## src/common/video_pkg.sv

```systemverilog
`default_nettype none

// Pixel and coordinate types shared by the stream and blend logic.
package video_pkg;

	// Width of every frame coordinate and every size.
	localparam int COORD_W = 12;

	typedef logic [COORD_W-1:0] coord_t;

	// Background pixel. Bits 23 to 0 are RGB and the top byte is ignored.
	typedef logic [31:0] bg_pixel_t;

	typedef logic [7:0] ovl_pixel_t;	// Overlay grey value.

	typedef logic [23:0] rgb_pixel_t;	// Output pixel with R in the top byte.

endpackage

`default_nettype wire

```

## src/common/blend_cfg_pkg.sv

```systemverilog
`default_nettype none

// Register map and configuration structs of the blender.
package blend_cfg_pkg;
	import video_pkg::*;

	localparam int CFG_ADDR_W = 4;
	localparam int CFG_DATA_W = 16;

	localparam logic [CFG_ADDR_W-1:0] REG_OUT_W     = 'd0;
	localparam logic [CFG_ADDR_W-1:0] REG_OUT_H     = 'd1;
	localparam logic [CFG_ADDR_W-1:0] REG_W1_LEFT   = 'd2;
	localparam logic [CFG_ADDR_W-1:0] REG_W1_TOP    = 'd3;
	localparam logic [CFG_ADDR_W-1:0] REG_W1_WIDTH  = 'd4;
	localparam logic [CFG_ADDR_W-1:0] REG_W1_HEIGHT = 'd5;
	localparam logic [CFG_ADDR_W-1:0] REG_W2_LEFT   = 'd6;
	localparam logic [CFG_ADDR_W-1:0] REG_W2_TOP    = 'd7;
	localparam logic [CFG_ADDR_W-1:0] REG_W2_WIDTH  = 'd8;
	localparam logic [CFG_ADDR_W-1:0] REG_W2_HEIGHT = 'd9;
	localparam logic [CFG_ADDR_W-1:0] REG_ORDER     = 'd10;	// Bit 0 is order_1over2.

	// Overlay window placement in output coordinates.
	typedef struct packed {
		coord_t left;
		coord_t top;
		coord_t width;
		coord_t height;
	} win_t;

	typedef struct packed {
		coord_t out_width;
		coord_t out_height;
		win_t   win1;
		win_t   win2;
		logic   order_1over2;	// One lets s1 win where both windows are opaque.
	} blend_cfg_t;

endpackage

`default_nettype wire

```

## src/common/vid_stream_if.sv

```systemverilog
`timescale 1ns/10ps
`default_nettype none

// Valid/ready pixel stream. A pixel moves on a rising edge with tvalid and tready high.
interface vid_stream_if #(
	parameter type pixel_t = logic [7:0]
) ();

	logic   tvalid;
	pixel_t tdata;
	logic   tuser;	// First pixel of a frame.
	logic   tlast;	// Last pixel of a line.
	logic   tready;

	modport source (
		output tvalid, tdata, tuser, tlast,
		input  tready
	);

	modport sink (
		input  tvalid, tdata, tuser, tlast,
		output tready
	);

endinterface

`default_nettype wire

```

## src/blender/blend_core.sv

```systemverilog
`timescale 1ns/10ps
`default_nettype none

module blend_core #(
	parameter int MAX_W_LOG = 12
) (
	input  wire                            clk,
	input  wire                            resetn,
	input  wire blend_cfg_pkg::blend_cfg_t cfg,
	vid_stream_if.sink                     bg,
	input  wire                            covers1,
	input  wire                            covers2,
	input  wire                            ready1,
	input  wire                            ready2,
	input  wire video_pkg::ovl_pixel_t     pix1,
	input  wire video_pkg::ovl_pixel_t     pix2,
	output video_pkg::coord_t              cur_x,
	output video_pkg::coord_t              cur_y,
	output logic                           take,
	output logic                           frame_idle,
	vid_stream_if.source                   out,
	output logic                           bg_sync_error
);
	import video_pkg::*;

	// Widest legal line. Larger written widths are clamped to it.
	localparam coord_t MAX_W = coord_t'((1 << MAX_W_LOG) - 1);

	coord_t     out_w;
	coord_t     out_h;
	logic       size_ok;
	logic       out_free;
	logic       first_pix;
	logic       last_col;
	logic       last_row;
	logic       use1;
	logic       use2;
	rgb_pixel_t mix;

	assign out_w = (cfg.out_width > MAX_W) ? MAX_W : cfg.out_width;
	assign out_h = cfg.out_height;
	assign size_ok = (out_w != '0) && (out_h != '0);	// Stall until a real frame size is active.

	assign first_pix = (cur_x == '0) && (cur_y == '0);
	assign last_col  = (cur_x == out_w - coord_t'(1));
	assign last_row  = (cur_y == out_h - coord_t'(1));

	// The output register can take a pixel when it is empty or drains this cycle.
	assign out_free = !out.tvalid || out.tready;
	assign take = size_ok && out_free && bg.tvalid && ready1 && ready2;
	assign bg.tready = take;

	// A take at the origin starts the frame, so the active set must not change under it.
	assign frame_idle = first_pix && !take;

	// Raster position of the next output pixel.
	always_ff @(posedge clk) begin
		if (!resetn) begin
			cur_x <= '0;
			cur_y <= '0;
		end else if (take) begin
			if (last_col) begin
				cur_x <= '0;
				cur_y <= last_row ? '0 : cur_y + coord_t'(1);
			end else begin
				cur_x <= cur_x + coord_t'(1);
			end
		end
	end

	// A zero overlay pixel is transparent.
	assign use1 = covers1 && (pix1 != '0);
	assign use2 = covers2 && (pix2 != '0);

	always_comb begin
		if (use1 && (!use2 || cfg.order_1over2)) begin
			mix = {pix1, pix1, pix1};
		end else if (use2) begin
			mix = {pix2, pix2, pix2};
		end else begin
			mix = bg.tdata[23:0];
		end
	end

	always_ff @(posedge clk) begin
		if (!resetn) begin
			out.tvalid <= 1'b0;
		end else if (take) begin
			out.tvalid <= 1'b1;
		end else if (out.tready) begin
			out.tvalid <= 1'b0;
		end
	end

	always_ff @(posedge clk) begin
		if (take) begin
			out.tdata <= mix;
			out.tuser <= first_pix;
			out.tlast <= last_col;
		end
	end

	// The background framing has to follow the output raster exactly.
	always_ff @(posedge clk) begin
		if (!resetn) begin
			bg_sync_error <= 1'b0;
		end else if (take && ((bg.tuser != first_pix) || (bg.tlast != last_col))) begin
			bg_sync_error <= 1'b1;
		end
	end

endmodule

`default_nettype wire

```

## src/blender/blend_regs.sv

```systemverilog
`timescale 1ns/10ps
`default_nettype none

module blend_regs (
	input  wire                                    clk,
	input  wire                                    resetn,
	input  wire                                    cfg_we,
	input  wire [blend_cfg_pkg::CFG_ADDR_W-1:0]    cfg_addr,
	input  wire [blend_cfg_pkg::CFG_DATA_W-1:0]    cfg_wdata,
	input  wire                                    frame_idle,
	output blend_cfg_pkg::blend_cfg_t              cfg
);
	import video_pkg::*;
	import blend_cfg_pkg::*;

	blend_cfg_t shadow;
	coord_t     wdata_c;

	assign wdata_c = cfg_wdata[COORD_W-1:0];	// Sizes and positions use the low bits.

	// Software writes land in the shadow set.
	always_ff @(posedge clk) begin
		if (!resetn) begin
			shadow <= '0;
		end else if (cfg_we) begin
			case (cfg_addr)
				REG_OUT_W:     shadow.out_width    <= wdata_c;
				REG_OUT_H:     shadow.out_height   <= wdata_c;
				REG_W1_LEFT:   shadow.win1.left    <= wdata_c;
				REG_W1_TOP:    shadow.win1.top     <= wdata_c;
				REG_W1_WIDTH:  shadow.win1.width   <= wdata_c;
				REG_W1_HEIGHT: shadow.win1.height  <= wdata_c;
				REG_W2_LEFT:   shadow.win2.left    <= wdata_c;
				REG_W2_TOP:    shadow.win2.top     <= wdata_c;
				REG_W2_WIDTH:  shadow.win2.width   <= wdata_c;
				REG_W2_HEIGHT: shadow.win2.height  <= wdata_c;
				REG_ORDER:     shadow.order_1over2 <= cfg_wdata[0];
				default: begin
				end
			endcase
		end
	end

	// The active set only follows the shadow between frames, so a frame never mixes
	// two configurations.
	always_ff @(posedge clk) begin
		if (!resetn) begin
			cfg <= '0;
		end else if (frame_idle) begin
			cfg <= shadow;
		end
	end

endmodule

`default_nettype wire

```

## src/blender/layer_window.sv

```systemverilog
`timescale 1ns/10ps
`default_nettype none

module layer_window (
	input  wire                      clk,
	input  wire                      resetn,
	input  wire blend_cfg_pkg::win_t win,
	input  wire video_pkg::coord_t   cur_x,
	input  wire video_pkg::coord_t   cur_y,
	input  wire                      take,
	vid_stream_if.sink               ovl,
	output logic                     covers,
	output logic                     ready_pix,
	output video_pkg::ovl_pixel_t    pix,
	output logic                     sync_error
);
	import video_pkg::*;

	coord_t col;
	coord_t row;
	logic   in_x;
	logic   in_y;
	logic   exp_first;
	logic   exp_last;
	logic   xfer;

	// The subtraction is only looked at once the coordinate is past the window origin.
	assign in_x = (cur_x >= win.left) && ((cur_x - win.left) < win.width);
	assign in_y = (cur_y >= win.top) && ((cur_y - win.top) < win.height);
	assign covers = in_x && in_y;

	assign ready_pix = !covers || ovl.tvalid;
	assign ovl.tready = take && covers;
	assign pix = ovl.tdata;
	assign xfer = ovl.tvalid && ovl.tready;

	assign exp_first = (col == '0) && (row == '0);
	assign exp_last  = (col == win.width - coord_t'(1));

	// The position inside the window advances with each overlay transfer.
	always_ff @(posedge clk) begin
		if (!resetn) begin
			col <= '0;
			row <= '0;
		end else if (xfer) begin
			if (exp_last) begin
				col <= '0;
				row <= (row == win.height - coord_t'(1)) ? '0 : row + coord_t'(1);
			end else begin
				col <= col + coord_t'(1);
			end
		end
	end

	always_ff @(posedge clk) begin
		if (!resetn) begin
			sync_error <= 1'b0;
		end else if (xfer && ((ovl.tuser != exp_first) || (ovl.tlast != exp_last))) begin
			sync_error <= 1'b1;	// Sticky until the next reset.
		end
	end

endmodule

`default_nettype wire

```

## src/hw/video_blender.sv

```systemverilog
`timescale 1ns/10ps
`default_nettype none

module video_blender #(
	parameter int MAX_W_LOG = 12
) (
	input  wire                                 clk,
	input  wire                                 resetn,
	input  wire                                 cfg_we,
	input  wire [blend_cfg_pkg::CFG_ADDR_W-1:0] cfg_addr,
	input  wire [blend_cfg_pkg::CFG_DATA_W-1:0] cfg_wdata,
	input  wire                                 s0_tvalid,
	input  wire video_pkg::bg_pixel_t           s0_tdata,
	input  wire                                 s0_tuser,
	input  wire                                 s0_tlast,
	output logic                                s0_tready,
	input  wire                                 s1_tvalid,
	input  wire video_pkg::ovl_pixel_t          s1_tdata,
	input  wire                                 s1_tuser,
	input  wire                                 s1_tlast,
	output logic                                s1_tready,
	input  wire                                 s2_tvalid,
	input  wire video_pkg::ovl_pixel_t          s2_tdata,
	input  wire                                 s2_tuser,
	input  wire                                 s2_tlast,
	output logic                                s2_tready,
	output logic                                m_tvalid,
	output video_pkg::rgb_pixel_t               m_tdata,
	output logic                                m_tuser,
	output logic                                m_tlast,
	input  wire                                 m_tready,
	output logic [2:0]                          sync_error
);
	import video_pkg::*;
	import blend_cfg_pkg::*;

	blend_cfg_t cfg;
	coord_t     cur_x;
	coord_t     cur_y;
	logic       take;
	logic       frame_idle;
	logic       covers1;
	logic       covers2;
	logic       ready1;
	logic       ready2;
	ovl_pixel_t pix1;
	ovl_pixel_t pix2;
	logic       bg_err;
	logic       s1_err;
	logic       s2_err;

	vid_stream_if #(.pixel_t(bg_pixel_t))  bg_if ();
	vid_stream_if #(.pixel_t(ovl_pixel_t)) ovl1_if ();
	vid_stream_if #(.pixel_t(ovl_pixel_t)) ovl2_if ();
	vid_stream_if #(.pixel_t(rgb_pixel_t)) out_if ();

	assign bg_if.tvalid = s0_tvalid;
	assign bg_if.tdata  = s0_tdata;
	assign bg_if.tuser  = s0_tuser;
	assign bg_if.tlast  = s0_tlast;
	assign s0_tready    = bg_if.tready;

	assign ovl1_if.tvalid = s1_tvalid;
	assign ovl1_if.tdata  = s1_tdata;
	assign ovl1_if.tuser  = s1_tuser;
	assign ovl1_if.tlast  = s1_tlast;
	assign s1_tready      = ovl1_if.tready;

	assign ovl2_if.tvalid = s2_tvalid;
	assign ovl2_if.tdata  = s2_tdata;
	assign ovl2_if.tuser  = s2_tuser;
	assign ovl2_if.tlast  = s2_tlast;
	assign s2_tready      = ovl2_if.tready;

	assign m_tvalid      = out_if.tvalid;
	assign m_tdata       = out_if.tdata;
	assign m_tuser       = out_if.tuser;
	assign m_tlast       = out_if.tlast;
	assign out_if.tready = m_tready;

	assign sync_error = {s2_err, s1_err, bg_err};	// Bit 0 is s0.

	blend_regs u_regs (
		.clk        (clk),
		.resetn     (resetn),
		.cfg_we     (cfg_we),
		.cfg_addr   (cfg_addr),
		.cfg_wdata  (cfg_wdata),
		.frame_idle (frame_idle),
		.cfg        (cfg)
	);

	layer_window u_win1 (
		.clk        (clk),
		.resetn     (resetn),
		.win        (cfg.win1),
		.cur_x      (cur_x),
		.cur_y      (cur_y),
		.take       (take),
		.ovl        (ovl1_if.sink),
		.covers     (covers1),
		.ready_pix  (ready1),
		.pix        (pix1),
		.sync_error (s1_err)
	);

	layer_window u_win2 (
		.clk        (clk),
		.resetn     (resetn),
		.win        (cfg.win2),
		.cur_x      (cur_x),
		.cur_y      (cur_y),
		.take       (take),
		.ovl        (ovl2_if.sink),
		.covers     (covers2),
		.ready_pix  (ready2),
		.pix        (pix2),
		.sync_error (s2_err)
	);

	blend_core #(
		.MAX_W_LOG (MAX_W_LOG)
	) u_core (
		.clk           (clk),
		.resetn        (resetn),
		.cfg           (cfg),
		.bg            (bg_if.sink),
		.covers1       (covers1),
		.covers2       (covers2),
		.ready1        (ready1),
		.ready2        (ready2),
		.pix1          (pix1),
		.pix2          (pix2),
		.cur_x         (cur_x),
		.cur_y         (cur_y),
		.take          (take),
		.frame_idle    (frame_idle),
		.out           (out_if.source),
		.bg_sync_error (bg_err)
	);

endmodule

`default_nettype wire

```

## config.mk

```make
export PLATFORM = sky130hd
export DESIGN_NAME = video_blender
export DESIGN_NICKNAME = d
export VERILOG_FILES = /design/src/common/video_pkg.sv /design/src/common/blend_cfg_pkg.sv /design/src/common/vid_stream_if.sv /design/src/blender/blend_core.sv /design/src/blender/blend_regs.sv /design/src/blender/layer_window.sv /design/src/hw/video_blender.sv
export SDC_FILE = /design/constraint.sdc
export NUM_CORES = 1
export LEC_CHECK = 0
export ABC_AREA = 1
export BUFFER_PORTS_ARGS = -buffer_cell sky130_fd_sc_hd__buf_2
export CAP_MARGIN = 20
export CORE_ASPECT_RATIO = 0.9
export CORE_MARGIN = 4
export CORE_UTILIZATION = 40
export DETAILED_ROUTE_END_ITERATION = 16
export GPL_TIMING_DRIVEN = 0
export PLACE_DENSITY_LB_ADDON = 0.15
export SYNTH_ARGS = -nofsm -noshare
export SYNTH_HDL_FRONTEND = slang
export SYNTH_HIERARCHICAL = 1
export SYNTH_SLANG_ARGS = --single-unit
```

## constraint.sdc

```tcl
create_clock -name clk -period 8.09 [get_ports clk]
set_input_delay 0.4045 -clock clk [delete_from_list [all_inputs] [get_ports clk]]
set_output_delay 0.4045 -clock clk [all_outputs]
set_load 0.02 [all_outputs]
```

Word-level counts from Yosys, hierarchy flattened

Cells that the tools add are included.

$add $sub $neg: 16
Magnitude comparators: 9
Eq/ne operators: 22
Multiplexer cells: 11
Reductions and logical operators: 63

Operator list:

| cell                    | count |
|---|---|
| $mux W12                | 7 |
| $add A12 B1 Y12 const B | 6 |
| $eq A12 B12 Y1          | 6 |
| $logic_not A12 Y1       | 6 |
| $sub A12 B1 Y12 const B | 6 |
| $ge A12 B12 Y1          | 4 |
| $lt A12 B12 Y1          | 4 |
| $mux W24                | 2 |
| $sub A12 B12 Y12        | 4 |
| $reduce_and A2 Y1       | 14 |
| $logic_and A1 B1 Y1     | 25 |
| $reduce_bool A12 Y1     | 2 |
| $eq A4 B3 Y1 const B    | 4 |
| $reduce_bool A8 Y1      | 2 |
| $eq A4 B4 Y1 const B    | 3 |
| $gt A12 B12 Y1 const B  | 1 |
| $eq A4 B2 Y1 const B    | 2 |
| $logic_or A1 B1 Y1      | 7 |
| $ne A1 B1 Y1            | 6 |
| $logic_not A1 Y1        | 5 |
| $eq A4 B1 Y1 const B    | 1 |
| $logic_not A4 Y1        | 1 |
| $mux W1                 | 2 |
| $reduce_bool A2 Y1      | 1 |

Register bits: 344
Input port bits: 81
Output and inout port bits: 33
Logic and storage cells: 156

Longest topological paths before layout

Gate-level depths: netlist of the first run.

Depth in word-level cells: 11
Gate-level depth with buffers: 33
Depth with buffers taken out: 31

Hierarchy

The synthesis of the first run kept the hierarchy.

Modules (own cells, without submodules):

| module                 | times used | cells each | area an instance (sq um) | seq. area each (sq um) |
|---|---|---|---|---|
| blend_regs             | 1          | 1,206      | 8,997.4                  | 4,844.6 |
| layer_window at u_win1 | 1          | 719        | 4,404.2                  | 500.5 |
| layer_window at u_win2 | 1          | 700        | 4,256.6                  | 500.5 |
| blend_core             | 1          | 600        | 3,965.1                  | 1,301.2 |
| video_blender          | 1          | 3          | 22.5                     | 0.0 |

Least setup slack after synthesis of the first run

OpenSTA, ideal clock, no wires.

Path type: reg2reg
Start: register u_core.cur_y[0]
End: register u_win2.row[0]
Library setup time: 132 ps
Arrival: 4,225 ps
Required time: 7,958 ps
Path slack: 3,733 ps
Stages on the path, launching flop included: 33
Path buffers: 2
Period minus slack after synthesis: 4,357 ps
Cells stage by stage: dfxtp_1 > inv_1 > ha_1 > inv_1 > fa_1 > inv_1 > nor2_1 > nor2_1 > inv_1 > a21oi_1 > nor2_1 > nor2_1 > xnor2_1 > ha_1 > nand2_1 > nor2_1 > nand4_1 > a21oi_1 > nor2_1 > nand2_1 > nor2_4 > nand2_1 > nand3_1 > nor2_1 > nand3_4 > inv_2 > buf_4 > nand3_2 > inv_1 > nand2_2 > buf_4 > nand2_1 > a21oi_1

Elaborated cells on any way between the ends: 19
Those cells by class: add/sub: 2; order compare: 4; reduce/logical: 13

RTL lines:

| what                            | line                | text |
|---|---|---|
| from (decl)                     | blend_core.sv:18    | `output video_pkg::coord_t cur_y,` |
| from (signal assigned)          | blend_core.sv:64    | `cur_y <= last_row ? '0 : cur_y + coord_t'(1);` |
| $sub A12 B12 Y12                | layer_window.sv:29  | `assign in_y = (cur_y >= win.top) && ((cur_y - win.top) < win.height);` |
| $lt A12 B12 Y1                  | layer_window.sv:29  |  |
| $logic_and A1 B1 Y1 (*)         | layer_window.sv:29  |  |
| $logic_and A1 B1 Y1 (*)         | layer_window.sv:30  | `assign covers = in_x && in_y;` |
| named net covers2               | video_blender.sv:43 | `logic covers2;` |
| $logic_not A1 Y1 (*)            | layer_window.sv:32  | `assign ready_pix = !covers \|\| ovl.tvalid;` |
| $logic_or A1 B1 Y1 (*)          | layer_window.sv:32  |  |
| named net ready2                | video_blender.sv:45 | `logic ready2;` |
| $logic_and A1 B1 Y1 (*)         | blend_core.sv:50    | `assign take = size_ok && out_free && bg.tvalid && ready1 && ready2;` |
| named net s0_tready             | video_blender.sv:16 | `output logic s0_tready,` |
| $logic_and A1 B1 Y1 (*)         | layer_window.sv:33  | `assign ovl.tready = take && covers;` |
| $logic_and A1 B1 Y1 (*)         | layer_window.sv:35  | `assign xfer = ovl.tvalid && ovl.tready;` |
| $reduce_and A2 Y1 (no line) (*) | -                   |  |
| to (signal assigned)            | layer_window.sv:48  | `row <= (row == win.height - coord_t'(1)) ? '0 : row + coord_t'(1);` |
| to (decl)                       | layer_window.sv:20  | `coord_t row;` |

Mark *: on every way through the listed nets, which the timed path passes. The rest lies on a longest branch.
A chain may end at the register's enable or synchronous reset.

Worst setup path after layout of the first run

Start: register u_core.cur_y[1]
End: output s1_tready

Longest elaborated chain between the ends: 9
Elaborated cells on any way between the ends: 17
Those cells by class: add/sub: 2; order compare: 4; reduce/logical: 11

Ends and longest elaborated chain:

| what                                  | line                | text |
|---|---|---|
| $sub A12 B12 Y12                      | layer_window.sv:29  |  |
| $lt A12 B12 Y1                        | layer_window.sv:29  |  |
| $logic_and A1 B1 Y1 (*)               | layer_window.sv:29  |  |
| $logic_and A1 B1 Y1 (*)               | layer_window.sv:30  |  |
| named net covers1                     | video_blender.sv:42 | `logic covers1;` |
| $logic_not A1 Y1 (*)                  | layer_window.sv:32  |  |
| $logic_or A1 B1 Y1 (*)                | layer_window.sv:32  |  |
| named net ready1                      | video_blender.sv:44 | `logic ready1;` |
| $logic_and A1 B1 Y1 (*) (2 in series) | blend_core.sv:50    |  |
| named net take                        | video_blender.sv:40 | `logic take;` |
| $logic_and A1 B1 Y1 (*)               | layer_window.sv:33  |  |
| to (decl)                             | video_blender.sv:21 | `output logic s1_tready,` |

Marked as above.

==> results of run 1 <==
==> kinds of logic (layout without fill, tap and decap cells) <==
logic type | Yosys count | in the layout | synth area share
buf+inv | 451 | 607 | 0.0922
flops | 344 | 344 | 0.330
simple gates | 1841 | 1841 | 0.368
fa+ha+maj | 115 | 115 | 0.0679
xor+xnor | 132 | 132 | 0.0576
other cells | 0 | 1 | 0
compound gates | 345 | 345 | 0.0840
==> layout by cell type (no fill, tap or decap), types with 11 or more instances in the layout <==
cell type and count:
nand4_1 53, clkbuf_16 43, buf_6 23, clkinv_1 14, xor2_1 82, buf_2 105
inv_2 15, nor2_2 24, nand3_1 137, o21ai_0 175, buf_4 26, buf_1 11
xnor2_1 42, a21oi_1 128, nand2_1 803, nor2_4 23, nor4_1 17, edfxtp_1 26
ha_1 111, nand2_2 14, inv_1 304, dfxtp_1 318, nor2_1 671, clkbuf_1 40
nor3_1 47
==> state kept, by name, summed over array words and instances (netlist names), 12 cells and up <==
register          count
u_regs/shadow       121
u_core/out.tdata     24
u_regs/cfg          121
u_win2/row           12
u_core/cur_y         12
u_win2/col           12
u_win1/col           12
u_win1/row           12
u_core/cur_x         12
==> routing by layer <==
layer / part of all wire / GRT usage / up-vias
li1: - / - / 10500
met1: 0.48 / 0.334 / 9554
met2: 0.43 / 0.355 / 551
met3: 0.059 / 0.0350 / 101
met4: 0.026 / 0.0681 / 2
met5: 0.00017 / 0 / -
==> worst max-delay path by stage <==
stage / endpoint / slack [ns]
finish: s1_tready / 1.89
global route: s1_tready / 1.45
CTS: s1_tready / 1.87
detailed placement: u_win2/row[7] / 2.10
global placement: u_win2/row[0] / 2.19
floorplan: u_win2/row[0] / 3.73
==> metrics by stage <==
| stage | utilization | area, um^2 | setup slack [ns] | total power, W | cells |
|---|---|---|---|---|---|
| 6_report | 0.458 | 24400 | 1.89 | 0.0107 | 4082 |
| 5_1_grt | 0.458 | 24400 | 1.45 | 0.0118 | 4082 |
| 4_1_cts | 0.458 | 24400 | 1.87 | 0.0108 | 4081 |
| 3_5_place_dp | 0.431 | 22900 | 2.10 | 0.00866 | 4010 |
| 3_3_place_gp | 0.431 | 22900 | 2.19 | 0.00853 | 4010 |
| 2_1_floorplan | - | 21600 | 3.73 | 0.00715 | 3228 |
==> worst max-delay path: stages (launching register included) <==
cell and delay, ns:
dfxtp_1 0.81, ha_1 0.25, nand2_1 0.07, o21ai_0 0.35, nand2_1 0.11, o211ai_1 0.16, nand3_1 0.15, o21ai_0 0.22
xor2_1 0.32, ha_1 0.22, nand4_1 0.14, nor3_1 0.17, nand2_1 0.10, nand3_2 0.19, nor2_4 0.08, nand2_1 0.07
nand3_1 0.10, nor2_1 0.33, nand3_4 0.19, inv_2 0.58, buf_4 0.26, nand3_1 0.10, inv_1 0.06, buf_2 0.15
==> power by group through the flow <==
stage	clock (W)	sequential, W	combinational [W]
after global routing	0.00214	0.00254	0.00711
after CTS	0.00208	0.00249	0.00618
after global placement	0	0.00251	0.00602
after floorplan	0	0.00245	0.00470
final	0.00202	0.00249	0.00622
after detailed placement	0	0.00253	0.00613
==> area by class of cell <==
cell class | count | share of cell area
multi-input cells | 2433 | 0.512
flip-flops and latches | 344 | 0.293
inverters | 335 | 0.0517
clock buffers | 58 | 0.0498
well taps | 697 | 0.0357
plain buffers | 116 | 0.0300
repair buffers | 85 | 0.0174
clock inverters | 13 | 0.0102
diodes | 1 | 0.000103
==> results.sh, run 1 <==
export IMPL_r2r_cells=26
export IMPL_synth_area_um2=21600
export IMPL_synth_nets=3424
export IMPL_io_pins=114
export IMPL_syn_to_final_growth_pct=12.8
export IMPL_fin_crit_ns=6.20
export IMPL_clk_latency_ns=0.57
export IMPL_die_y_um=229
export IMPL_synth_edff_count=26
export IMPL_root_buffer="clkbuf_16"
export IMPL_fp_dieW_um=253
export IMPL_whs_ns=0.115
export IMPL_start_util=0.406
export IMPL_min_delay_start="cfg_wdata[4]"
export IMPL_ys_ff_latch=344
export IMPL_ir_drop_mv=0.149
export IMPL_hold_path_class="in -> reg"
export IMPL_fin_crit_sh=0.766
export IMPL_grt_pass1_vias=19200
export IMPL_syn_inst=3228
export IMPL_critPathRequiredTime_ns=7.69
export IMPL_cts_buffers=41
export IMPL_clockPowerShare=0.189
export IMPL_drt_iter0_markers=1496
export IMPL_setup_viol=0
export IMPL_place_gp_congestion=0.883
export IMPL_detailedRoute_firstPassIterationCount=6
export IMPL_cts_setup_buffers=0
export IMPL_swShare=0.478
export IMPL_drt_wl_total_mm=68.6
export IMPL_yosys_area_top_type="dfxtp_1"
export IMPL_synth_common_cells="nand2_1, nor2_1, dfxtp_1"
export IMPL_crit_start="u_core/cur_y[1]"
export IMPL_syn_avg_cell_area_um2=6.71
export IMPL_track_usage=0.230
export IMPL_drc_errors=0
export IMPL_maxCapViolations=0
export IMPL_crit_path_end_kind="output port"
export IMPL_hold_end="u_regs/shadow[113]"
export IMPL_ant_nets=0
export IMPL_viasPerCell=5.07
export IMPL_yosysMostFrequentCell="nand2_1"
export IMPL_tightestPinTransition_ns=0.825
export IMPL_dieArea_um2=57900
export IMPL_reg2reg_to="u_win2/row[7]"
export IMPL_intPower_w=0.00560
export IMPL_coreArea_um2=53300
export IMPL_overflow=0
export IMPL_seqCellArea_um2=7150
export IMPL_fill_cells=5555
export IMPL_critPathArrivalTime_ns=5.79
export IMPL_seqPwrFrac=0.232
export IMPL_r2r_start="u_core/cur_y[1]"
export IMPL_htreeDepth=2
export IMPL_outcome="finished, final reports clean"
export IMPL_hold_buffers=0
export IMPL_rsz0062_at_grt="false"
export IMPL_vias=20700
export IMPL_p_sw_w=0.00513
export IMPL_leakage_nw=11.1
export IMPL_slew_violations=0
export IMPL_floorplan_rows=80
export IMPL_r2r_setup_slack_ns=2.07
export IMPL_power_frac_comb=0.580
export IMPL_powerDensity_nw_per_um2=440
export IMPL_synth_top_cells_by_area="dfxtp_1, nand2_1, nor2_1"
export IMPL_drive_gt1_frac=0.102
export IMPL_path_max_fanout=33
export IMPL_io_buffers=85
export IMPL_antenna_found_initial=2
export IMPL_fin_nets=3552
export IMPL_yosys_warnings=6
export IMPL_cts_tree="yes"
export IMPL_clk_pin_slew_worst_paths_ns=0.06
export IMPL_cp_start_kind="flop"
export IMPL_yosysSeqAreaShare=0.330
export IMPL_synthFlopType="dfxtp_1"
export IMPL_critical_path_class="reg -> out"
export IMPL_cts_resized_gates=0
export IMPL_synth_top_area_frac=0.294
export IMPL_multi_input_area_um2=12500
export IMPL_grt_max_degree=34
export IMPL_grt_pass1_wl_mm=106
export IMPL_whs_path_depth=3
export IMPL_clk_path_buf_depth=3
export IMPL_fmax_mhz=161
export IMPL_hpwlAfterDp_mm=51.7
export IMPL_clock_sinks=344
export IMPL_setup_tns_final_ns=0
export IMPL_hold_viol_final=0
export IMPL_synth_async_reset_ratio=0
export IMPL_routedWlPerCell_um=16.8
export IMPL_maxSlewHeadroom=0.446
export IMPL_synthDistinctLibCells=57
export IMPL_fin_skew_ns=0.0222
No activity file was read; power rests on OpenSTA's default activity.
==> inputs of run 2 (changes only) <==
- clock period: 8.09 -> 5.9 ns (I/O delays scaled with it)
==> results.sh, run 2 (synthesis gave the netlist of run 1 again) <==
export IMPL_seqCellArea_um2=7160
export IMPL_fill_cells=5544
export IMPL_path_common_cell="nand2_1"
export IMPL_critical_path_class="reg -> out"
export IMPL_path_max_fanout=33
export IMPL_outcome="finished, final reports clean"
export IMPL_met3_length_mm=4.30
export IMPL_drt_met1_wl_mm=33.1
export IMPL_power_w=0.0147
export IMPL_routedWlPerCell_um=16.8
export IMPL_grt_max_degree=34
export IMPL_dieArea_um2=57900
export IMPL_fmax_mhz=182
export IMPL_cp_start_kind="flop"
export IMPL_clk_path_buf_depth=3
export IMPL_hold_viol_final=0
export IMPL_maxCapViolations=0
export IMPL_drt_iter0_markers=1536
export IMPL_multi_input_area_um2=12500
export IMPL_detailedRoute_firstPassIterationCount=8
export IMPL_place_gp_congestion=0.883
export IMPL_io_buffers=85
export IMPL_design_area_um2=24500
export IMPL_fin_nets=3559
export IMPL_syn_to_final_growth_pct=13.2
export IMPL_root_buffer="clkbuf_16"
export IMPL_top_layer_used="met5"
export IMPL_whs_path_depth=3
export IMPL_hold_end="u_regs/shadow[112]"
export IMPL_hold_path_class="in -> reg"
export IMPL_drc_errors=0
export IMPL_r2r_start="u_core/cur_y[2]"
export IMPL_floorplan_rows=80
export IMPL_tightestPinTransition_ns=0.800
export IMPL_cpMaxStageDelayCell="dfxtp_2"
export IMPL_critPathRequiredTime_ns=5.61
export IMPL_top_regs="u_regs/cfg x121, u_regs/shadow x121, u_core/out.tdata x24"
export IMPL_critPathArrivalTime_ns=5.21
export IMPL_setup_viol=0
export IMPL_coreArea_um2=53300
export IMPL_drive_gt1_frac=0.105
export IMPL_cts_setup_buffers=0
export IMPL_fin_skew_ns=0.0222
export IMPL_final_common_cell="nand2_1"
export IMPL_start_util=0.406
export IMPL_leakage_nw=11.1
export IMPL_crit_path_end_kind="output port"
export IMPL_ir_drop_mv=0.205
export IMPL_die_y_um=229
export IMPL_r2r_setup_slack_ns=0.46
export IMPL_ant_nets=0
export IMPL_r2r_cells=27
export IMPL_clock_sinks=344
export IMPL_maxSlewHeadroom=0.463
export IMPL_antenna_found_initial=2
export IMPL_io_pins=114
export IMPL_clk_latency_ns=0.57
export IMPL_met2_length_mm=29.6
export IMPL_fin_crit_sh=0.933
export IMPL_track_usage=0.231
export IMPL_fin_crit_ns=5.51
export IMPL_overflow=0
export IMPL_layout_common_cells="nand2_1, nor2_1, dfxtp_1"
export IMPL_crit_path_cell_trace="ha_1 -> nand2_1 -> o21ai_0 -> nand2_1 -> o211ai_1 -> nand3_1 -> o21ai_0 -> xor2_1 -> ha_1 -> nand4_1 -> nor3_1 -> nand2_1 -> nand3_2 -> nor2_4 -> nand2_1 -> nand3_1 -> nor2_1 -> nand3_4 -> inv_8 -> buf_4 -> nand3_1 -> inv_1 -> buf_2"
export IMPL_whs_ns=0.0372
export IMPL_vias=20700
export IMPL_crit_start="u_core/cur_y[2]"
export IMPL_fp_dieW_um=253
export IMPL_slew_violations=0
export IMPL_htreeDepth=2
export IMPL_powerDensity_nw_per_um2=601
export IMPL_drt_wl_total_mm=68.7
export IMPL_min_delay_start="cfg_wdata[3]"
export IMPL_clk_pin_slew_worst_paths_ns=0.06
export IMPL_viasPerCell=5.07
export IMPL_rsz0062_at_grt="false"
export IMPL_hpwlAfterDp_mm=51.7
export IMPL_dpl_instance_area_um2=22900
export IMPL_cts_tree="yes"
export IMPL_reg2reg_to="u_regs/cfg[99]"
export IMPL_grt_pass1_vias=19300
export IMPL_max_stage_delay_ns=0.42
export IMPL_cts_buffers=41
export IMPL_grt_pass1_wl_mm=107
## run 2: where the power goes
part | internal [W] | switching (W) | total (W)
Sequential | 0.00292 | 0.000489 | 0.00341
Clock | 0.00174 | 0.00104 | 0.00277
Combinational | 0.00303 | 0.00552 | 0.00855
## run 2: critical path, delay by kind of cell, from the launching register on
kind	cells	cell delay [ns]
fa+ha+maj	2	0.61
xor+xnor	1	0.34
compound gates	3	0.71
flops	1	0.42
simple gates	13	1.87
buf+inv	4	0.66
## run 2: worst max path at each step
stage	end	cells past startpoint
after detailed placement	u_win2/row[7]	26
after floorplan	u_win2/row[0]	32
final	s1_tready	23
after CTS	s1_tready	23
after global routing	s1_tready	24
after global placement	u_win2/row[0]	29
## run 2: layout make-up
class,count,area share
Timing Repair Buffer,92,0.0202
Tap cell,697,0.0356
Sequential cell,344,0.292
Clock buffer,58,0.0496
Buffer,116,0.0299
Inverter,335,0.0518
Multi-Input combinational cell,2433,0.510
Antenna cell,1,0.000102
Clock inverter,13,0.0102
## run 2: per-layer routing
| layer | global-route usage | vias up |
|---|---|---|
| met3 | 0.0352 | 90 |
| li1 | - | 10500 |
| met2 | 0.355 | 556 |
| met5 | 0 | - |
| met4 | 0.0677 | 2 |
| met1 | 0.334 | 9608 |
## run 2: metrics by stage
| stage | setup slack [ns] | utilization | instances | TNS, ns |
|---|---|---|---|---|
| global route | 0.0112 | 0.460 | 4089 | 0 |
| CTS | 0.0303 | 0.460 | 4088 | 0 |
| finish | 0.395 | 0.460 | 4089 | 0 |
| floorplan | 1.54 | - | 3228 | 0 |
| global placement | 0.000227 | 0.431 | 4010 | 0 |
| detailed placement | -0.0932 | 0.431 | 4010 | -0.760 |
## run 2: what timing repair did
action / in CTS / in global routing
hold endpoints to repair: 7 / 0
setup endpoints to repair: 13 / 122
resized for setup: 1 / 13
hold buffers: 7 / 0
